--- src/rtl/flash_pkg.sv ---
package flash_pkg;

	// flash byte address as sent after the command
	localparam int FLASH_ADDR_W = 24;
	// bus word
	localparam int DATA_W = 32;
	// word address, byte address without the two low bits
	localparam int WORD_ADDR_W = 22;
	// word-in-line index, room for lines of up to 16 words
	localparam int LINE_IDX_W = 4;

	// serial flash opcodes
	typedef enum logic [7:0] {
		CMD_READ = 8'h03
	} spi_cmd_e;

	// bus front end
	typedef enum logic {
		PORT_IDLE,
		PORT_WAIT
	} port_state_e;

	// line cache
	typedef enum logic [1:0] {
		CACHE_IDLE,
		CACHE_LOOKUP,
		CACHE_FILL,
		CACHE_RESPOND
	} cache_state_e;

	// serial reader
	typedef enum logic [2:0] {
		SPI_IDLE,
		SPI_CMD,
		SPI_ADDR,
		SPI_DATA,
		SPI_END
	} spi_state_e;

	// port to cache
	typedef struct packed {
		logic [WORD_ADDR_W-1:0] word_addr;
	} cache_req_t;

	// cache to port
	typedef struct packed {
		logic [DATA_W-1:0] data;
	} cache_rsp_t;

	// cache to reader, word address of the first word in the line
	typedef struct packed {
		logic [WORD_ADDR_W-1:0] line_addr;
	} fill_req_t;

	// reader to cache, one per line word
	typedef struct packed {
		logic [LINE_IDX_W-1:0] idx;
		logic                  last;
		logic [DATA_W-1:0]     data;
	} fill_word_t;

endpackage

--- src/rtl/flash_ctrl_top.sv ---
`timescale 1ns/1ps

module flash_ctrl_top #(
	parameter int LINE_WORDS = 4,
	parameter int NUM_LINES  = 8,
	parameter int SCK_DIV    = 2
) (
	input  logic                              wb_clk_i,
	input  logic                              arst_n_i,
	input  logic                              wb_cyc_i,
	input  logic                              wb_stb_i,
	input  logic                              wb_we_i,
	input  logic [flash_pkg::FLASH_ADDR_W-1:0] wb_adr_i,
	output logic                              wb_ack_o,
	output logic                              wb_error_o,
	output logic                              wb_stall_o,
	output logic [flash_pkg::DATA_W-1:0]      wb_data_o,
	output logic                              flash_csb_o,
	output logic                              flash_sck_o,
	output logic                              flash_io0_o,
	output logic                              flash_io0_oe_o,
	input  logic                              flash_io1_i
);
	import flash_pkg::*;

	// port to cache
	logic cache_req_valid;
	cache_req_t cache_req;
	logic cache_rsp_valid;
	cache_rsp_t cache_rsp;

	// cache to reader
	logic fill_req_valid;
	fill_req_t fill_req;
	logic fill_word_valid;
	fill_word_t fill_word;

	// bus side, one request at a time
	wb_flash_port i_port (
		.wb_clk_i          (wb_clk_i),
		.arst_n_i          (arst_n_i),
		.wb_cyc_i          (wb_cyc_i),
		.wb_stb_i          (wb_stb_i),
		.wb_we_i           (wb_we_i),
		.wb_adr_i          (wb_adr_i),
		.wb_ack_o          (wb_ack_o),
		.wb_error_o        (wb_error_o),
		.wb_stall_o        (wb_stall_o),
		.wb_data_o         (wb_data_o),
		.cache_req_valid_o (cache_req_valid),
		.cache_req_o       (cache_req),
		.cache_rsp_valid_i (cache_rsp_valid),
		.cache_rsp_i       (cache_rsp)
	);

	// direct mapped lines
	flash_line_cache #(
		.LINE_WORDS (LINE_WORDS),
		.NUM_LINES  (NUM_LINES)
	) i_cache (
		.wb_clk_i          (wb_clk_i),
		.arst_n_i          (arst_n_i),
		.cache_req_valid_i (cache_req_valid),
		.cache_req_i       (cache_req),
		.cache_rsp_valid_o (cache_rsp_valid),
		.cache_rsp_o       (cache_rsp),
		.fill_req_valid_o  (fill_req_valid),
		.fill_req_o        (fill_req),
		.fill_word_valid_i (fill_word_valid),
		.fill_word_i       (fill_word)
	);

	// serial flash, single bit read
	spi_flash_reader #(
		.LINE_WORDS (LINE_WORDS),
		.SCK_DIV    (SCK_DIV)
	) i_reader (
		.wb_clk_i          (wb_clk_i),
		.arst_n_i          (arst_n_i),
		.fill_req_valid_i  (fill_req_valid),
		.fill_req_i        (fill_req),
		.fill_word_valid_o (fill_word_valid),
		.fill_word_o       (fill_word),
		.flash_csb_o       (flash_csb_o),
		.flash_sck_o       (flash_sck_o),
		.flash_io0_o       (flash_io0_o),
		.flash_io0_oe_o    (flash_io0_oe_o),
		.flash_io1_i       (flash_io1_i)
	);

endmodule

--- src/rtl/flash_line_cache.sv ---
`timescale 1ns/1ps

module flash_line_cache #(
	parameter int LINE_WORDS = 4,
	parameter int NUM_LINES  = 8
) (
	input  logic                  wb_clk_i,
	input  logic                  arst_n_i,
	input  logic                  cache_req_valid_i,
	input  flash_pkg::cache_req_t cache_req_i,
	output logic                  cache_rsp_valid_o,
	output flash_pkg::cache_rsp_t cache_rsp_o,
	output logic                  fill_req_valid_o,
	output flash_pkg::fill_req_t  fill_req_o,
	input  logic                  fill_word_valid_i,
	input  flash_pkg::fill_word_t fill_word_i
);
	import flash_pkg::*;

	// word address = tag | set | offset
	// both counts are powers of two, at least two
	localparam int OFF_W = $clog2(LINE_WORDS);
	localparam int SET_W = $clog2(NUM_LINES);
	localparam int TAG_W = WORD_ADDR_W - SET_W - OFF_W;

	cache_state_e state_q;
	cache_req_t req_q;

	// line storage, one entry per word
	logic [DATA_W-1:0] data_mem [NUM_LINES*LINE_WORDS];
	logic [TAG_W-1:0] tag_mem [NUM_LINES];
	logic [NUM_LINES-1:0] valid_q;

	logic [OFF_W-1:0] off;
	logic [SET_W-1:0] set;
	logic [TAG_W-1:0] tag;
	logic hit;
	logic fill_last;

	// fields of the held request
	assign off = req_q.word_addr[OFF_W-1:0];
	assign set = req_q.word_addr[OFF_W +: SET_W];
	assign tag = req_q.word_addr[WORD_ADDR_W-1 -: TAG_W];

	// tag compare on the registered request
	assign hit = valid_q[set] && (tag_mem[set] == tag);

	assign fill_last = (state_q == CACHE_FILL) && fill_word_valid_i && fill_word_i.last;

	always_ff @(posedge wb_clk_i or negedge arst_n_i) begin
		if (!arst_n_i) begin
			state_q <= CACHE_IDLE;
			valid_q <= '0;
		end else begin
			case (state_q)
				CACHE_IDLE: begin
					if (cache_req_valid_i) begin
						state_q <= CACHE_LOOKUP;
					end
				end
				CACHE_LOOKUP: begin
					if (hit) begin
						state_q <= CACHE_IDLE;
					end else begin
						// old line is overwritten word by word
						valid_q[set] <= 1'b0;
						state_q      <= CACHE_FILL;
					end
				end
				CACHE_FILL: begin
					if (fill_last) begin
						valid_q[set] <= 1'b1;
						state_q      <= CACHE_RESPOND;
					end
				end
				CACHE_RESPOND: begin
					state_q <= CACHE_IDLE;
				end
				default: state_q <= CACHE_IDLE;
			endcase
		end
	end

	// request hold, line words and tags
	always_ff @(posedge wb_clk_i) begin
		if (state_q == CACHE_IDLE && cache_req_valid_i) begin
			req_q <= cache_req_i;
		end
		if (state_q == CACHE_FILL && fill_word_valid_i) begin
			data_mem[{set, fill_word_i.idx[OFF_W-1:0]}] <= fill_word_i.data;
		end
		// tag becomes valid with the last word
		if (fill_last) begin
			tag_mem[set] <= tag;
		end
	end

	// hit answers during lookup, miss after the fill
	assign cache_rsp_valid_o = ((state_q == CACHE_LOOKUP) && hit) ||
		(state_q == CACHE_RESPOND);
	assign cache_rsp_o.data = data_mem[{set, off}];

	// single pulse, lookup lasts one cycle
	assign fill_req_valid_o = (state_q == CACHE_LOOKUP) && !hit;
	// line aligned word address
	assign fill_req_o.line_addr = {req_q.word_addr[WORD_ADDR_W-1:OFF_W], {OFF_W{1'b0}}};

endmodule

--- src/rtl/spi_flash_reader.sv ---
`timescale 1ns/1ps

module spi_flash_reader #(
	parameter int LINE_WORDS = 4,
	parameter int SCK_DIV    = 2
) (
	input  logic                  wb_clk_i,
	input  logic                  arst_n_i,
	input  logic                  fill_req_valid_i,
	input  flash_pkg::fill_req_t  fill_req_i,
	output logic                  fill_word_valid_o,
	output flash_pkg::fill_word_t fill_word_o,
	output logic                  flash_csb_o,
	output logic                  flash_sck_o,
	output logic                  flash_io0_o,
	output logic                  flash_io0_oe_o,
	input  logic                  flash_io1_i
);
	import flash_pkg::*;

	// divider needs at least one bit
	localparam int DIV_W = (SCK_DIV > 1) ? $clog2(SCK_DIV) : 1;

	spi_state_e state_q;
	logic [DIV_W-1:0] div_q;
	logic sck_q;
	logic csb_q;
	logic oe_q;
	logic [4:0] bit_q;
	logic [LINE_IDX_W-1:0] word_q;
	logic [31:0] out_sh;
	logic [DATA_W-1:0] in_sh;
	logic word_valid_q;

	logic active;
	logic tick;
	logic sck_rise;
	logic sck_fall;
	logic sample;
	logic word_done;
	logic line_done;

	// first byte in lands in bits 7:0
	function automatic logic [DATA_W-1:0] byte_swap(input logic [DATA_W-1:0] w);
		return {w[7:0], w[15:8], w[23:16], w[31:24]};
	endfunction

	assign active = (state_q == SPI_CMD) || (state_q == SPI_ADDR) || (state_q == SPI_DATA);
	// end of a half period
	assign tick = (div_q == DIV_W'(SCK_DIV - 1));
	assign sck_rise = active && tick && !sck_q;
	assign sck_fall = active && tick && sck_q;
	// mode 0, io1 taken as sck goes high
	assign sample = sck_rise && (state_q == SPI_DATA);
	assign word_done = sample && (bit_q == 5'd31);
	assign line_done = word_done && (word_q == LINE_IDX_W'(LINE_WORDS - 1));

	always_ff @(posedge wb_clk_i or negedge arst_n_i) begin
		if (!arst_n_i) begin
			state_q      <= SPI_IDLE;
			div_q        <= '0;
			sck_q        <= 1'b0;
			csb_q        <= 1'b1;
			oe_q         <= 1'b0;
			bit_q        <= '0;
			word_q       <= '0;
			out_sh       <= '0;
			word_valid_q <= 1'b0;
		end else begin
			word_valid_q <= word_done;
			// half period counter
			if (active) begin
				div_q <= tick ? '0 : div_q + 1'b1;
			end else begin
				div_q <= '0;
			end
			case (state_q)
				SPI_IDLE: begin
					if (fill_req_valid_i) begin
						csb_q   <= 1'b0;
						oe_q    <= 1'b1;
						bit_q   <= '0;
						word_q  <= '0;
						// opcode then byte address, msb first
						out_sh  <= {CMD_READ, fill_req_i.line_addr, 2'b00};
						state_q <= SPI_CMD;
					end
				end
				SPI_CMD, SPI_ADDR, SPI_DATA: begin
					if (sck_rise) begin
						sck_q <= 1'b1;
					end
					if (sck_fall) begin
						sck_q  <= 1'b0;
						// io0 moves after the falling edge
						out_sh <= {out_sh[30:0], 1'b0};
						if (state_q == SPI_CMD && bit_q == 5'd7) begin
							bit_q   <= '0;
							state_q <= SPI_ADDR;
						end else if (state_q == SPI_ADDR && bit_q == 5'd23) begin
							bit_q   <= '0;
							state_q <= SPI_DATA;
						end else begin
							// wraps to 0 between data words
							bit_q <= bit_q + 1'b1;
						end
					end
					if (word_done) begin
						word_q <= word_q + 1'b1;
					end
					if (line_done) begin
						state_q <= SPI_END;
					end
				end
				SPI_END: begin
					// deselect together with sck low
					sck_q   <= 1'b0;
					csb_q   <= 1'b1;
					oe_q    <= 1'b0;
					state_q <= SPI_IDLE;
				end
				default: state_q <= SPI_IDLE;
			endcase
		end
	end

	// read shift register and word out
	always_ff @(posedge wb_clk_i) begin
		if (sample) begin
			in_sh <= {in_sh[DATA_W-2:0], flash_io1_i};
		end
		if (word_done) begin
			fill_word_o.idx  <= word_q;
			fill_word_o.last <= line_done;
			fill_word_o.data <= byte_swap({in_sh[DATA_W-2:0], flash_io1_i});
		end
	end

	assign fill_word_valid_o = word_valid_q;
	assign flash_csb_o       = csb_q;
	assign flash_sck_o       = sck_q;
	assign flash_io0_o       = out_sh[31];
	assign flash_io0_oe_o    = oe_q;

endmodule

--- src/rtl/wb_flash_port.sv ---
`timescale 1ns/1ps

module wb_flash_port (
	input  logic                              wb_clk_i,
	input  logic                              arst_n_i,
	input  logic                              wb_cyc_i,
	input  logic                              wb_stb_i,
	input  logic                              wb_we_i,
	input  logic [flash_pkg::FLASH_ADDR_W-1:0] wb_adr_i,
	output logic                              wb_ack_o,
	output logic                              wb_error_o,
	output logic                              wb_stall_o,
	output logic [flash_pkg::DATA_W-1:0]      wb_data_o,
	output logic                              cache_req_valid_o,
	output flash_pkg::cache_req_t             cache_req_o,
	input  logic                              cache_rsp_valid_i,
	input  flash_pkg::cache_rsp_t             cache_rsp_i
);
	import flash_pkg::*;

	port_state_e state_q;
	logic stall_q;
	logic ack_q;
	logic error_q;
	logic req_valid_q;
	logic accept;
	logic bad_req;

	// one request in flight, stall blocks the next one
	assign accept = wb_cyc_i && wb_stb_i && !stall_q;
	// read only, word aligned
	assign bad_req = wb_we_i || (wb_adr_i[1:0] != 2'b00);

	always_ff @(posedge wb_clk_i or negedge arst_n_i) begin
		if (!arst_n_i) begin
			state_q     <= PORT_IDLE;
			stall_q     <= 1'b0;
			ack_q       <= 1'b0;
			error_q     <= 1'b0;
			req_valid_q <= 1'b0;
		end else begin
			// pulses last one cycle
			ack_q       <= 1'b0;
			error_q     <= 1'b0;
			req_valid_q <= 1'b0;
			// stall drops after the response cycle
			if (ack_q || error_q) begin
				stall_q <= 1'b0;
			end
			case (state_q)
				PORT_IDLE: begin
					if (accept) begin
						stall_q <= 1'b1;
						if (bad_req) begin
							// answered here, cache never sees it
							error_q <= 1'b1;
						end else begin
							req_valid_q <= 1'b1;
							state_q     <= PORT_WAIT;
						end
					end
				end
				PORT_WAIT: begin
					if (cache_rsp_valid_i) begin
						ack_q   <= 1'b1;
						state_q <= PORT_IDLE;
					end
				end
				default: state_q <= PORT_IDLE;
			endcase
		end
	end

	// request address and read data
	always_ff @(posedge wb_clk_i) begin
		if (accept && !bad_req) begin
			cache_req_o.word_addr <= wb_adr_i[FLASH_ADDR_W-1:2];
		end
		if (state_q == PORT_WAIT && cache_rsp_valid_i) begin
			wb_data_o <= cache_rsp_i.data;
		end
	end

	assign wb_ack_o          = ack_q;
	assign wb_error_o        = error_q;
	assign wb_stall_o        = stall_q;
	assign cache_req_valid_o = req_valid_q;

endmodule

--- config.mk ---
export PLATFORM = sky130hd
export DESIGN_NAME = flash_ctrl_top
export DESIGN_NICKNAME = d
export VERILOG_FILES = /design/src/rtl/flash_pkg.sv /design/src/rtl/flash_ctrl_top.sv /design/src/rtl/flash_line_cache.sv /design/src/rtl/spi_flash_reader.sv /design/src/rtl/wb_flash_port.sv
export SDC_FILE = /design/constraint.sdc
export NUM_CORES = 1
export LEC_CHECK = 0
export BUFFER_PORTS_ARGS = -buffer_cell sky130_fd_sc_hd__buf_2
export CAP_MARGIN = 10
export CORE_MARGIN = 5
export CORE_UTILIZATION = 43
export DETAILED_ROUTE_END_ITERATION = 12
export GPL_TIMING_DRIVEN = 0
export HOLD_SLACK_MARGIN = 0.02
export SLEW_MARGIN = 10
export SYNTH_ARGS = -nofsm -noshare
export SYNTH_HDL_FRONTEND = slang
export SYNTH_SLANG_ARGS = --single-unit
--- constraint.sdc ---
create_clock -name wb_clk_i -period 6.9 [get_ports wb_clk_i]
set_input_delay 0.345 -clock wb_clk_i [delete_from_list [all_inputs] [get_ports wb_clk_i]]
set_output_delay 0.345 -clock wb_clk_i [all_outputs]
set_load 0.02 [all_outputs]
---- Word level (Yosys, flattened, before mapping) ----
Memory sizes are Yosys's and may differ from the RTL's. A register that Yosys moved wholly into a read port is not among the register bits.
Cells that the tools add are included.
storage, ports and cells
  flip-flop bits (word level) ............. 174
  bits in writable memories ............... 1,160
  word-level logic and storage cells ...... 152
  memories ................................ 2
operators by class
  $add $sub $neg .......................... 3
  magnitude comparators ................... 2
  eq/ne operators ......................... 21
  mux-type cells .......................... 55
  bitwise operators ....................... 4
  reductions and logical operators ........ 43
memory list
  memory            depth  width  rd ports  clocked after Yosys merged registers in  write ports  line                    source
  i_cache.data_mem  32     32     1         1                                        1            flash_line_cache.sv:30  logic [DATA_W-1:0] data_mem [NUM_LINES*LINE_WORDS];
  i_cache.tag_mem   8      17     1         1                                        1            flash_line_cache.sv:31  logic [TAG_W-1:0] tag_mem [NUM_LINES];
operators by type and width
  cell                  number
  $mux W32              2
  $pmux W32 S2          1
  $mux W1               24
  $mux W5               4
  $logic_and A1 B1 Y1   19
  $mux W3               6
  $eq A17 B17 Y1        1
  $mux W8               2
  $pmux W8 S2           1
  $reduce_and A3 Y1     4
  $eq A5 B5 Y1 const B  2
  $pmux W5 S2           1
  $reduce_bool A2 Y1    5
  $and A8 B8 Y8         1
  $mux W4               2
  $not A8 Y8            1
  $or A8 B8 Y8          1
  $pmux W1 S2           4
  $pmux W2 S4           1
  $pmux W4 S2           1
  $eq A3 B2 Y1 const B  2
  $mux W2               3
  $ne A2 B1 Y1 const B  3
  $ne A2 B2 Y1 const B  3
  23 further kinds      34

---- Longest topological paths before layout ----
  word-level depth ........................ 10
  mapped depth ............................ 13

---- Modules after synthesis ----
Synthesis repeated with hierarchy kept, for this count alone.
second synthesis, totals
  cells, all modules ...................... 2,172
  area total of the unflattened synthesis .. 51,876.0 um2
by module, submodules not included
  module            times used  cells each  area an instance (um2)  sequential area each (um2)
  flash_line_cache  1           1,838       45,633.8                35,844.4
  spi_flash_reader  1           264         4,421.7                 3,219.3
  wb_flash_port     1           70          1,820.5                 1,746.7

---- Worst setup path after synthesis ----
OpenSTA, ideal clock, no wires.
  path type ............................... reg2reg
  start point ............................. register i_reader.sck_q, in the netlist i_reader.flash_sck_o
  end point ............................... register i_reader.state_q[0]
  setup time .............................. 0.136 ns
  data arrival time ....................... 5.116 ns
  required time ........................... 6.764 ns
  setup slack ............................. 1.648 ns
  stages on the path, launching flop included .. 9
  period minus slack after synthesis ...... 5.252 ns
  cells stage by stage .................... dfrtp_1 nand2b_1 nor3_1 and2_1 clkbuf_1 nand2_1 o31a_1 nand3_1 o22ai_1
between the ends
  cells in the longest elaborated chain, start to end .. 7
  elaborated cells between the ends (all ways) .. 11
  those cells by class .................... eq/ne: 2; mux: 2; reduce/logical: 7
RTL lines
  element                                                                   line                    source
  from (decl)                                                               spi_flash_reader.sv:26  logic sck_q;
  from (signal assigned)                                                    spi_flash_reader.sv:62  sck_q <= 1'b0;
  from (signal assigned)                                                    spi_flash_reader.sv:91  sck_q <= 1'b1;
  from (signal assigned)                                                    spi_flash_reader.sv:94  sck_q <= 1'b0;
  $logic_not A1 Y1 (*)                                                      spi_flash_reader.sv:51  assign sck_rise = active && tick && !sck_q;
  $logic_and A1 B1 Y1 (*)                                                   spi_flash_reader.sv:51
  $logic_and A1 B1 Y1 (*)                                                   spi_flash_reader.sv:54  assign sample = sck_rise && (state_q == SPI_DATA);
  named net i_reader.sample                                                 spi_flash_reader.sv:39  logic sample;
  $logic_and A1 B1 Y1 (*)                                                   spi_flash_reader.sv:55  assign word_done = sample && (bit_q == 5'd31);
  named net i_reader.word_done                                              spi_flash_reader.sv:40  logic word_done;
  $logic_and A1 B1 Y1 (*)                                                   spi_flash_reader.sv:56  assign line_done = word_done && (word_q == LINE_IDX_W'(LINE_WORDS - 1));
  $ne A4 B1 Y1 (no source line) (tied with other cells)                     -
  $reduce_and A3 Y1 (no source line) / $pmux W3 S2 (equally long branches)  -
  to (signal assigned)                                                      spi_flash_reader.sv:60  state_q <= SPI_IDLE;
  to (signal assigned)                                                      spi_flash_reader.sv:86  state_q <= SPI_CMD;
  to (signal assigned)                                                      spi_flash_reader.sv:99  state_q <= SPI_ADDR;
  to (decl)                                                                 spi_flash_reader.sv:24  spi_state_e state_q;
The timed path passes the listed nets; every way through them passes the cells marked *.
A chain may end at the register's enable or synchronous reset.

==> results by group <==
GRT
  • Total GRT Usage: 21.9%
  • Vias in the first global route: 26900
  • GRT overflow: 0
  • Largest net degree at the start of global routing: 61
  • First-pass GRT wire length: 197000 µm
  • Initial antenna violation count: 0

Critical path
  • CP Max Fanout: 16
  • CP startpoint kind: flop
  • CP endpoint kind: flop
  • Worst EP arrival: 4.78 ns
  • Critical path type: flop to flop
  • Worst endpoint required time: 7.35 ns

Floorplan
  • Die Height: 356 µm
  • Site Rows: 127
  • Die area: 0.127 mm²
  • Die Wd: 356 µm
  • Core area: 0.119 mm²
  • I/O pins: 69
  • Initial core utilization: 43.2%

Synth
  • Ys Warns: 0
  • Synth Flop Type: edfxtp_1
  • EDFF count, synth: 1302
  • Mapped Cells: 2390
  • Seq/Total Area, Yosys: 78.8%
  • Mapped cell area: 0.0516 mm²
  • Synthesized area per cell: 21.6 µm²
  • Yosys reg bits: 1365
  • Count of different cell masters after synthesis: 52
  • Post-synth net total: 2428
  • Async S/R FF share, synth: 4.40%

Place
  • Inst Count DP: 4151
  • Placed cell areas: 0.0561 mm²
  • Port Buf Inserts: 68
  • Detailed placement HPWL: 90100 µm
  • Placer congestion estimate: 0.777

CTS
  • TritonCTS clock tree: done
  • Clk Latency, worst-skew pair: 0.75 ns
  • Clock Path Buffers: 3
  • Cell at the root of the clock tree: clkbuf_16
  • Clock Sinks: 1365
  • Clock-pin slew on the worst setup and hold paths: 0.06 ns
  • H-tree levels: 4
  • Setup Buffers After CTS: 0
  • CTS Buf Count: 142
  • # hold bufs at CTS: 28
  • Post-CTS Resized: 0

Drt
  • Detail Route Antenna Nets: 0
  • DRC viols: 0
  • Number of DRC markers in iteration 0: 3548
  • Routed wire length: 139000 µm
  • Routed wire per std cell: 31.4 µm
  • Detailed Routing Iterations Pass 1: 6
  • Post-DR vias/cell: 6.04
  • Vias: 26800

Pwr
  • Peak supply drop: 249 µV
  • Power per cell area: 285 mW/mm²
  • Leakage: 19.3 nW
  • Total power: 17.3 mW

Cells and area
  • Share of layout cells above drive strength 1: 25.8%
  • Most common cell after layout, fill and taps aside: edfxtp_1
  • Final core occ: 51.0%
  • Most frequent cells in the layout: edfxtp_1 (1302), mux4_2 (292), clkbuf_16 (144)
  • Final non-filler cell total: 4432
  • Area Growth Syn to Fin: 18.1%
  • Layout Nets: 2751
  • Antenna cells: 0
  • Design area: 0.0609 mm²
  • Fill cell count: 9388

Timing
  • Least-Margin Pin Slew: 1.38 ns
  • Fmax achieved: 0.231 GHz
  • RSZ-0062 raised after global routing: no
  • Worst slew margin: 8.13%
  • Minimum clock period: 4.32 ns
  • Max Slew Vio Count: 0
  • Final hold viol count: 0
  • Setup-failing EPs final: 0
  • Tcrit/Tclk final: 62.7%
  • Setup Skew: 0.0475 ns

Outcome
  • Outcome: finished clean

Flow run
  • Max_cap viols: 0

Worst hold path
  • Hold crit path type: primary input to flop
  • Hold Path Origin: wb_stb_i
==> Yosys cell counts, drive strengths merged (10+ instances only) <==
library cell  instances  share of area [%]
nand4                56               0.68
buf                  49               0.51
mux4                292                 13
nand3                62               0.60
a21oi                35               0.42
mux2i                36               0.70
a22oi               128                1.9
nor2                 81               0.59
dfrtp                59                2.9
nand2                43               0.31
inv                  10              0.073
edfxtp             1302                 76
xor2                 10               0.17
nand2b               23               0.28
clkbuf               80               0.58
o21ai                32               0.31
==> metrics by stage <==
stage / hold WS (ns) / TNS (ns) / worst slack, ns
global route: 0.0971 / 0 / 2.31
finish: 0.0764 / 0 / 2.58
CTS: 0.0335 / 0 / 2.49
global placement: 0.401 / -67.11 / -1.86
floorplan: 0.0494 / 0 / 1.65
detailed placement: 0.406 / 0 / 2.51
==> final timing paths <==
check,to,slack [ns],cells past startpoint
max,i_port.wb_data_o[0],2.58,12
min,i_port.wb_error_o,0.08,4
max reg2reg,i_port.wb_data_o[0],2.58,12
min reg2reg,i_cache.req_q[18],0.42,0
max in group asynchronous,i_reader.flash_io0_oe_o,6.07,2
min in group asynchronous,i_port.cache_req_valid_o,0.28,2
==> cells by family (layout without fill, tap and decap cells) <==
logic type,after synthesis,count (layout),synth area share [%]
flip-flops,1365,1365,78.8
multiplexers,330,330,13.5
AND/OR/NAND/NOR,301,301,2.90
AO/OA/AOI/OAI,231,231,3.14
buffers and inverters,139,569,1.17
XOR/XNOR,16,16,0.272
adder cells (fa/ha/maj),8,8,0.194
==> layout make-up <==
| cell class | instances | area, µm² | area share (%) |
|---|---|---|---|
| Timing Repair Buffer | 179 | 2500 | 4.11 |
| Clock buffer | 191 | 3790 | 6.22 |
| Clock inverter | 60 | 694 | 1.14 |
| Tap cell | 1612 | 2020 | 3.31 |
| Multi-Input combinational cell | 886 | 10600 | 17.4 |
| Inverter | 10 | 37.5 | 0.0616 |
| Buffer | 129 | 583 | 0.957 |
| Sequential cell | 1365 | 40700 | 66.8 |
==> state kept, by name, summed over array words and instances (netlist names), 3 cells and up, named ones only <==
register and count:
i_reader.bit_q 5, i_reader.out_sh 28, i_reader.fill_word_o 35, i_port.wb_data_o 32, i_port.cache_req_o 22, i_reader.state_q 3, i_cache.tag_mem 136, i_reader.word_q 4
i_reader.in_sh 31, i_cache.data_mem 1024, i_cache.req_q 22
==> where the power goes <==
group          internal (mW)  switching, mW
logic                  0.268          0.460
registers               9.12          0.120
clock network           4.20           3.18
==> critical path: stages, from the launching register on <==
cell	delay [ns]
dfxtp_1	0.34
buf_2	0.28
buf_2	0.32
buf_2	0.35
mux4_2	0.36
mux2i_1	0.17
xor2_1	0.20
nand4_1	0.19
nor2_2	0.35
a31oi_1	0.28
nor2b_4	0.73
buf_16	0.25
buf_16	0.16
==> metal layers <==
| layer | up-vias | share of wire [%] | global-route usage (%) |
|---|---|---|---|
| met1 | 14300 | 40 | 30.5 |
| met3 | 270 | 9.2 | 4.60 |
| met4 | 0 | 3.2 | 6.71 |
| met5 | - | 0 | 0 |
| li1 | 10700 | - | - |
| met2 | 1482 | 48 | 35.4 |
No activity file was read; power rests on OpenSTA's default activity.
